$ cat src/ras_pkg.sv
`default_nettype none

package ras_pkg;

    // -------------------- widths

    localparam int NUM_HARTS_MAX = 8;

    typedef logic [31:0] addr_t;
    typedef logic [31:0] instr_t;
    typedef logic [$clog2(NUM_HARTS_MAX)-1:0] hart_t;

    // -------------------- RV32I opcodes

    localparam logic [6:0] OPC_JAL  = 7'b1101111;
    localparam logic [6:0] OPC_JALR = 7'b1100111;

    // -------------------- bundles

    // One instruction as it leaves fetch
    typedef struct packed {
        logic   valid;
        hart_t  hart;
        addr_t  pc;
        instr_t instr;
    } fetch_req_t;

    typedef struct packed {
        logic  valid;
        hart_t hart;
        addr_t target;  // Undefined when the stack was empty
        logic  fail;
    } ras_pred_t;

endpackage

`default_nettype wire

$ cat src/call_ret_decode.sv
`timescale 1ns/100ps
`default_nettype none

module call_ret_decode #(
    parameter int NUM_HARTS = 4
) (
    input  logic                clk,
    input  logic                resetn,
    input  ras_pkg::fetch_req_t fetch,
    output logic [NUM_HARTS-1:0] push,
    output logic [NUM_HARTS-1:0] pop,
    output ras_pkg::addr_t      ret_pc,
    output logic                pop_valid,
    output ras_pkg::hart_t      pop_hart
);

    logic [6:0]           opcode;
    logic [4:0]           rd;
    logic [4:0]           rs1;
    logic                 rd_link;
    logic                 rs1_link;
    logic                 hart_ok;
    logic                 is_call;
    logic                 is_ret;
    logic [NUM_HARTS-1:0] hart_sel;

    assign opcode = fetch.instr[6:0];
    assign rd     = fetch.instr[11:7];
    assign rs1    = fetch.instr[19:15];

    // x1 and x5 are the link registers of the calling convention
    assign rd_link  = (rd == 5'd1) || (rd == 5'd5);
    assign rs1_link = (rs1 == 5'd1) || (rs1 == 5'd5);

    // A hart number beyond the built stacks is treated like a bubble
    assign hart_ok = fetch.valid && (int'(fetch.hart) < NUM_HARTS);

    assign is_call = hart_ok && rd_link &&
                     ((opcode == ras_pkg::OPC_JAL) || (opcode == ras_pkg::OPC_JALR));
    assign is_ret  = hart_ok && (opcode == ras_pkg::OPC_JALR) && (rd == 5'd0) && rs1_link;

    always_comb begin
        for (int i = 0; i < NUM_HARTS; i++) begin
            hart_sel[i] = (int'(fetch.hart) == i);
        end
    end

    // -------------------- strobes

    always_ff @(posedge clk) begin
        if (!resetn) begin
            push      <= '0;
            pop       <= '0;
            pop_valid <= 1'b0;
        end else begin
            push      <= is_call ? hart_sel : '0;
            pop       <= is_ret ? hart_sel : '0;
            pop_valid <= is_ret;
        end
    end

    always_ff @(posedge clk) begin
        if (fetch.valid) begin
            ret_pc   <= fetch.pc + 32'd4;  // No compressed calls, so always the next word
            pop_hart <= fetch.hart;
        end
    end

endmodule

`default_nettype wire

$ cat src/ras_ram.sv
`timescale 1ns/100ps
`default_nettype none

module ras_ram #(
    parameter int ADDR_BITS = 3,
    parameter int DATA_BITS = 32
) (
    input  logic                 clk,
    input  logic                 we,
    input  logic [ADDR_BITS-1:0] addr,
    input  logic [DATA_BITS-1:0] wdata,
    output logic [DATA_BITS-1:0] rdata
);

    localparam int DEPTH = 1 << ADDR_BITS;

    logic [DATA_BITS-1:0] mem [DEPTH];

    always_ff @(posedge clk) begin
        if (we) begin
            mem[addr] <= wdata;
        end
    end

    // Read is combinational so a pop sees the entry in the same cycle
    assign rdata = mem[addr];

endmodule

`default_nettype wire

$ cat src/ras.sv
`timescale 1ns/100ps
`default_nettype none

module ras #(
    parameter int RAS_SIZE = 8
) (
    input  logic           clk,
    input  logic           resetn,
    input  logic           push,
    input  logic           pop,
    input  ras_pkg::addr_t ret_pc,
    output ras_pkg::addr_t top_pc,
    output logic           fail,
    output logic           err_overflow,
    output logic           err_underflow
);

    localparam int PTR_BITS = $clog2(RAS_SIZE);
    localparam int CNT_BITS = PTR_BITS + 1;

    typedef logic [PTR_BITS-1:0] ptr_t;
    typedef logic [CNT_BITS-1:0] cnt_t;

    ptr_t top;
    ptr_t top_nxt;
    ptr_t ram_addr;
    logic empty;
    logic empty_nxt;
    logic full;
    cnt_t ovf_cnt;           // Pushes dropped while full
    cnt_t ovf_cnt_nxt;
    logic cnt_sat;
    logic err_overflow_nxt;
    logic err_underflow_nxt;
    logic ram_we;

    // top points at the newest entry; slot 0 is valid only when not empty
    assign full    = !empty && (&top);
    assign cnt_sat = &ovf_cnt;

    // -------------------- next state

    always_comb begin
        top_nxt           = top;
        empty_nxt         = empty;
        ovf_cnt_nxt       = ovf_cnt;
        err_overflow_nxt  = err_overflow;
        err_underflow_nxt = err_underflow;
        if (push) begin
            if (empty) begin
                empty_nxt = 1'b0;  // First entry lands in slot 0
            end else if (!full) begin
                top_nxt = top + 1'b1;
            end else if (!cnt_sat) begin
                ovf_cnt_nxt = ovf_cnt + 1'b1;
            end else begin
                err_overflow_nxt = 1'b1;
            end
        end else if (pop) begin
            if (ovf_cnt != '0) begin
                // Matches a dropped push, so the stored entries stay put
                ovf_cnt_nxt = ovf_cnt - 1'b1;
            end else if (empty) begin
                err_underflow_nxt = 1'b1;
            end else if (top == '0) begin
                empty_nxt = 1'b1;
            end else begin
                top_nxt = top - 1'b1;
            end
        end
    end

    always_ff @(posedge clk) begin
        if (!resetn) begin
            top           <= '0;
            empty         <= 1'b1;
            ovf_cnt       <= '0;
            err_overflow  <= 1'b0;
            err_underflow <= 1'b0;
        end else begin
            top           <= top_nxt;
            empty         <= empty_nxt;
            ovf_cnt       <= ovf_cnt_nxt;
            err_overflow  <= err_overflow_nxt;
            err_underflow <= err_underflow_nxt;
        end
    end

    // -------------------- storage

    assign ram_addr = push ? top_nxt : top;
    assign ram_we   = push && !full;

    ras_ram #(
        .ADDR_BITS (PTR_BITS),
        .DATA_BITS ($bits(ras_pkg::addr_t))
    ) i_ram (
        .clk   (clk),
        .we    (ram_we),
        .addr  (ram_addr),
        .wdata (ret_pc),
        .rdata (top_pc)
    );

    // The top entry cannot be trusted while dropped pushes are outstanding
    assign fail = empty || (ovf_cnt != '0);

endmodule

`default_nettype wire

$ cat src/ras_predict_out.sv
`timescale 1ns/100ps
`default_nettype none

module ras_predict_out #(
    parameter int NUM_HARTS = 4
) (
    input  logic                            clk,
    input  logic                            resetn,
    input  logic                            pop_valid,
    input  ras_pkg::hart_t                  pop_hart,
    input  ras_pkg::addr_t [NUM_HARTS-1:0]  top_pc,
    input  logic [NUM_HARTS-1:0]            fail,
    output ras_pkg::ras_pred_t              pred
);

    ras_pkg::addr_t sel_pc;
    logic           sel_fail;
    logic           pred_valid;
    ras_pkg::hart_t pred_hart;
    ras_pkg::addr_t pred_target;
    logic           pred_fail;

    // Stack 0 answers for a hart number beyond the built stacks
    always_comb begin
        sel_pc   = top_pc[0];
        sel_fail = fail[0];
        for (int i = 1; i < NUM_HARTS; i++) begin
            if (int'(pop_hart) == i) begin
                sel_pc   = top_pc[i];
                sel_fail = fail[i];
            end
        end
    end

    always_ff @(posedge clk) begin
        if (!resetn) begin
            pred_valid <= 1'b0;
        end else begin
            pred_valid <= pop_valid;  // One cycle pulse per return
        end
    end

    always_ff @(posedge clk) begin
        if (pop_valid) begin
            pred_hart   <= pop_hart;
            pred_target <= sel_pc;
            pred_fail   <= sel_fail;
        end
    end

    assign pred = '{
        valid:  pred_valid,
        hart:   pred_hart,
        target: pred_target,
        fail:   pred_fail
    };

endmodule

`default_nettype wire

$ cat src/ras_unit.sv
`timescale 1ns/100ps
`default_nettype none

module ras_unit #(
    parameter int NUM_HARTS = 4,
    parameter int RAS_SIZE  = 8
) (
    input  logic                 clk,
    input  logic                 resetn,
    input  ras_pkg::fetch_req_t  fetch,
    output ras_pkg::ras_pred_t   pred,
    output logic [NUM_HARTS-1:0] err_overflow,
    output logic [NUM_HARTS-1:0] err_underflow
);

    logic [NUM_HARTS-1:0]           push;
    logic [NUM_HARTS-1:0]           pop;
    ras_pkg::addr_t                 ret_pc;
    logic                           pop_valid;
    ras_pkg::hart_t                 pop_hart;
    ras_pkg::addr_t [NUM_HARTS-1:0] top_pc;
    logic [NUM_HARTS-1:0]           fail;

    call_ret_decode #(
        .NUM_HARTS (NUM_HARTS)
    ) i_decode (
        .clk       (clk),
        .resetn    (resetn),
        .fetch     (fetch),
        .push      (push),
        .pop       (pop),
        .ret_pc    (ret_pc),
        .pop_valid (pop_valid),
        .pop_hart  (pop_hart)
    );

    // -------------------- one stack per hart

    for (genvar i = 0; i < NUM_HARTS; i++) begin : g_stack
        ras #(
            .RAS_SIZE (RAS_SIZE)
        ) i_ras (
            .clk           (clk),
            .resetn        (resetn),
            .push          (push[i]),
            .pop           (pop[i]),
            .ret_pc        (ret_pc),
            .top_pc        (top_pc[i]),
            .fail          (fail[i]),
            .err_overflow  (err_overflow[i]),
            .err_underflow (err_underflow[i])
        );
    end

    ras_predict_out #(
        .NUM_HARTS (NUM_HARTS)
    ) i_predict_out (
        .clk       (clk),
        .resetn    (resetn),
        .pop_valid (pop_valid),
        .pop_hart  (pop_hart),
        .top_pc    (top_pc),
        .fail      (fail),
        .pred      (pred)
    );

endmodule

`default_nettype wire

$ cat config.mk
export PLATFORM = sky130hd
export DESIGN_NAME = ras_unit
export DESIGN_NICKNAME = d
export VERILOG_FILES = /design/src/ras_pkg.sv /design/src/call_ret_decode.sv /design/src/ras_ram.sv /design/src/ras.sv /design/src/ras_predict_out.sv /design/src/ras_unit.sv
export SDC_FILE = /design/constraint.sdc
export NUM_CORES = 1
export LEC_CHECK = 0
export BUFFER_PORTS_ARGS = -buffer_cell sky130_fd_sc_hd__buf_4
export CAP_MARGIN = 20
export CORE_UTILIZATION = 52
export DETAILED_ROUTE_END_ITERATION = 6
export PLACE_DENSITY = 0.74
export REMOVE_ABC_BUFFERS = 1
export SETUP_SLACK_MARGIN = 0.2
export SLEW_MARGIN = 40
export SYNTH_ARGS = -nofsm -noshare
export SYNTH_HDL_FRONTEND = slang
export SYNTH_SLANG_ARGS = --single-unit
$ cat constraint.sdc
create_clock -name clk -period 5.2 [get_ports clk]
set_input_delay 0.52 -clock clk [delete_from_list [all_inputs] [get_ports clk]]
set_output_delay 0.52 -clock clk [all_outputs]
set_load 0.01 [all_outputs]
==> impl_metrics.ini <==
[floorplanning]
initial_utilization_pct = 52.8
die_y_um = 308
rows = 111
dieArea_mm2 = 0.0946
fp.coreArea_mm2 = 0.0921
die_w_um = 308
io_pins = 115

[worst_setup_path]
required_ps = 5620
critPathMostFrequentCell = buf_4
critPathBufInv = 4
r2r_end = i_predict_out.pred_target[20]
critPathMaxFanout = 38
arrival_ps = 4780
worstPathCellList = buf_4, clkinv_1, ha_4, buf_12, buf_4, mux2i_1, a21oi_1, a22o_1, a2111oi_2, nor3_2
reg2regPathDepth = 10
timing.rr.start = g_stack[0].i_ras.top[0]
cp-end-kind = flop
critPathMaxStageDelay_ps = 750
critPathLaunch = g_stack[0].i_ras.top[0]
crit_slowest_cell = a2111oi_2
rrSetupSlack_ps = 840
cp-endpoint = i_predict_out.pred_target[20]
critPathKind = reg2reg
cp-start-kind = flop
crit_cells = 10
critPathTopFamily = buffers and inverters

[synth]
synthTopCellsByCount = edfxtp_1 (1095), nand2_1 (470), mux2i_1 (306)
synth_top_area_share_pct = 67.7
synth_edf_count = 1095
synth-seq-cells = 1145
yosysUniqueCellTypes = 73
synthArstFlopShare_pct = 0
synth_area_leaders = edfxtp_1 (68%), mux2i_1 (6.3%), nand2_1 (3.6%)
ys.warnings.count = 0
yosysMostFrequentCell = edfxtp_1
syn-instance-count = 3428
synth-main-ff-cell = edfxtp_1
avgSynthCellArea_um2 = 14.2
ys_seq_area_share_pct = 69.7
syn_area_mm2 = 0.0486
synth_top_area_cell = edfxtp_1

[sta]
worst_pin_slew_ps = 910
rsz0062_at_grt = no
setup_viol = 0
max_slew_margin_pct = 39.2
finalCriticalPeriod_ps = 4360
hold_viol_final = 0
fmax_ghz = 0.229
layout_setup_ws_ps = 841
drv_slew = 0
period_share_pct = 83.8
setup_tns_ps = 0
clock_skew_ps = 36.0

[power_and_ir_drop]
switching_share_pct = 20.2
clkPwrFrac_pct = 42.8
power.switching_w = 0.00378
pwr-share-comb_pct = 2.2
power_density_mw_per_mm2 = 340
vdd_drop_max_uv = 297
leakage_nw = 17.3
p_int_w = 0.0149
p_seq_share_pct = 54.9

[clock_tree]
cts_buffer_depth = 3
tritoncts = yes
cts_num_sinks = 1145
clk_latency_ps = 700
numCtsBuffers = 108
cts-root-buf = clkbuf_16
hold_buffers = 0
post_cts_buffers = 0
path_clk_slew_ps = 60
post_cts_resized = 0
htreeDepth = 3

[finish]
multi_input_area_mm2 = 0.0139
drive_gt1_share_pct = 14.2
final_util_pct = 59.8
nNetsFinal = 3637
area_growth_syn_to_layout_pct = 13.4
finalNonFillerCells = 4875
fillers = 6649
seq_area_mm2 = 0.0339

[hold_path]
hold_path.class = in2reg
worstHoldPathCells = 1

[global_route]
overflow = 0
grt_pass1_vias = 29672
grt_pass1_wl_mm = 182
gr-usage-all-layers_pct = 25.8
antenna_found_initial = 1
grt_max_degree = 143

[route]
routedWlPerCell_um = 25.3
ant_nets = 0
routed_wl_mm = 123
vias = 30346
routed_via_density = 6.22
dr.first_iter.drc_count = 3216
drc = 0
firstDrtPassIters = 6

[flow_run]
maxCapViolations = 0

[status]
status = complete, no violations

[placed_design]
gp_congestion = 0.838
dp_slack_ps = 955
portBuffers = 98
placedCellCount = 4668
place_hpwl_mm = 74.1
sequential cells by signal, indices dropped and copies added, names as in the netlist:
name and count:
g_stack.i_ras.empty 4, g_stack.i_ras.i_ram.mem 1024, g_stack.i_ras.err_overflow 4, i_decode.pop_valid 1, g_stack.i_ras.ovf_cnt 16, g_stack.i_ras.top 12, i_decode.push 4, i_decode.pop_hart 3
i_decode.pop 4, i_predict_out.pred_valid 1, i_predict_out.pred_hart 3, i_predict_out.pred_target 32, i_predict_out.pred_fail 1, g_stack.i_ras.err_underflow 4, i_decode.ret_pc 32
layout make-up:
type	count	share of cell area (%)
tap	1243	2.82
clock inverter	81	1.51
multi-input combinational	2030	25.2
sequential	1145	61.5
inverter	19	0.129
antenna	1	0.00454
timing repair buffer	234	3.78
clock buffer	122	5.08
worst reg2reg max path, stage by stage (launching register included):
cell       delay, ps
dfxtp_2          320
buf_4            540
clkinv_1         550
ha_4             590
buf_12           280
buf_4            370
mux2i_1          220
a21oi_1           80
a22o_1           260
a2111oi_2        750
nor3_2           120
worst min-delay path by stage:
stage               slack (ps)                            from                             end
floorplan                  510   g_stack[3].i_ras.err_overflow   g_stack[3].i_ras.err_overflow
global placement           450  g_stack[1].i_ras.err_underflow  g_stack[1].i_ras.err_underflow
detailed placement         450   g_stack[0].i_ras.err_overflow   g_stack[0].i_ras.err_overflow
CTS                         10                       fetch[32]              i_decode.ret_pc[0]
global route                40                       fetch[33]              i_decode.ret_pc[1]
finish                      30                       fetch[32]              i_decode.ret_pc[0]
kinds of logic after synthesis:
group | after synthesis | synth area share [%]
AO/OA/AOI/OAI | 630 | 9.30
AND/OR/NAND/NOR | 992 | 9.68
buffers and inverters | 253 | 2.45
adder cells (fa/ha/maj) | 29 | 0.809
XOR/XNOR | 47 | 0.847
multiplexers | 332 | 7.17
flip-flops | 1145 | 69.7
power groups by stage:
| stage | Clock, W | Sequential, W | Combinational [W] |
|---|---|---|---|
| finish | 0.00802 | 0.0103 | 0.000413 |
| global route | 0.00842 | 0.0103 | 0.000431 |
| CTS | 0.00808 | 0.0103 | 0.000404 |
| detailed placement | 0 | 0.0105 | 0.000402 |
| global placement | 0 | 0.0106 | 0.000247 |
| floorplan | 0 | 0.0105 | 0.0000909 |
stage by stage:
step	instance area (µm²)	hold slack, ps	total power [W]
2_1_floorplan	47500	509	0.0106
3_3_place_gp	50900	449	0.0108
3_5_place_dp	51400	455	0.0109
4_1_cts	55000	12.6	0.0188
5_1_grt	55100	35.8	0.0191
6_report	55100	29.6	0.0187
metal layers:
metal  global-route usage [%]  up-vias  part of all wire [%]
met2                     42.7     1452                    49
met1                     34.5    15210                    39
met5                        0        -                     0
li1                         -    13437                     -
met4                     9.56        0                   3.1
met3                     3.97      247                   8.7
cell usage in the layout (no fill, tap or decap), types with 34 or more instances in the layout:
| cell type | count |
|---|---|
| a211oi_1 | 115 |
| nand3_1 | 81 |
| nor3_2 | 42 |
| buf_6 | 34 |
| a22oi_1 | 37 |
| nor2b_1 | 74 |
| nor3_1 | 44 |
| buf_4 | 183 |
| a21oi_1 | 154 |
| o21ai_0 | 71 |
| clkinv_1 | 37 |
| nand2_1 | 470 |
| dfxtp_1 | 47 |
| a32oi_1 | 90 |
| nor2_1 | 136 |
| mux2i_1 | 301 |
| clkbuf_16 | 110 |
| a22o_1 | 34 |
| edfxtp_1 | 1095 |
| nand4_1 | 44 |
Note: power is estimated with default switching activity, not from simulation.
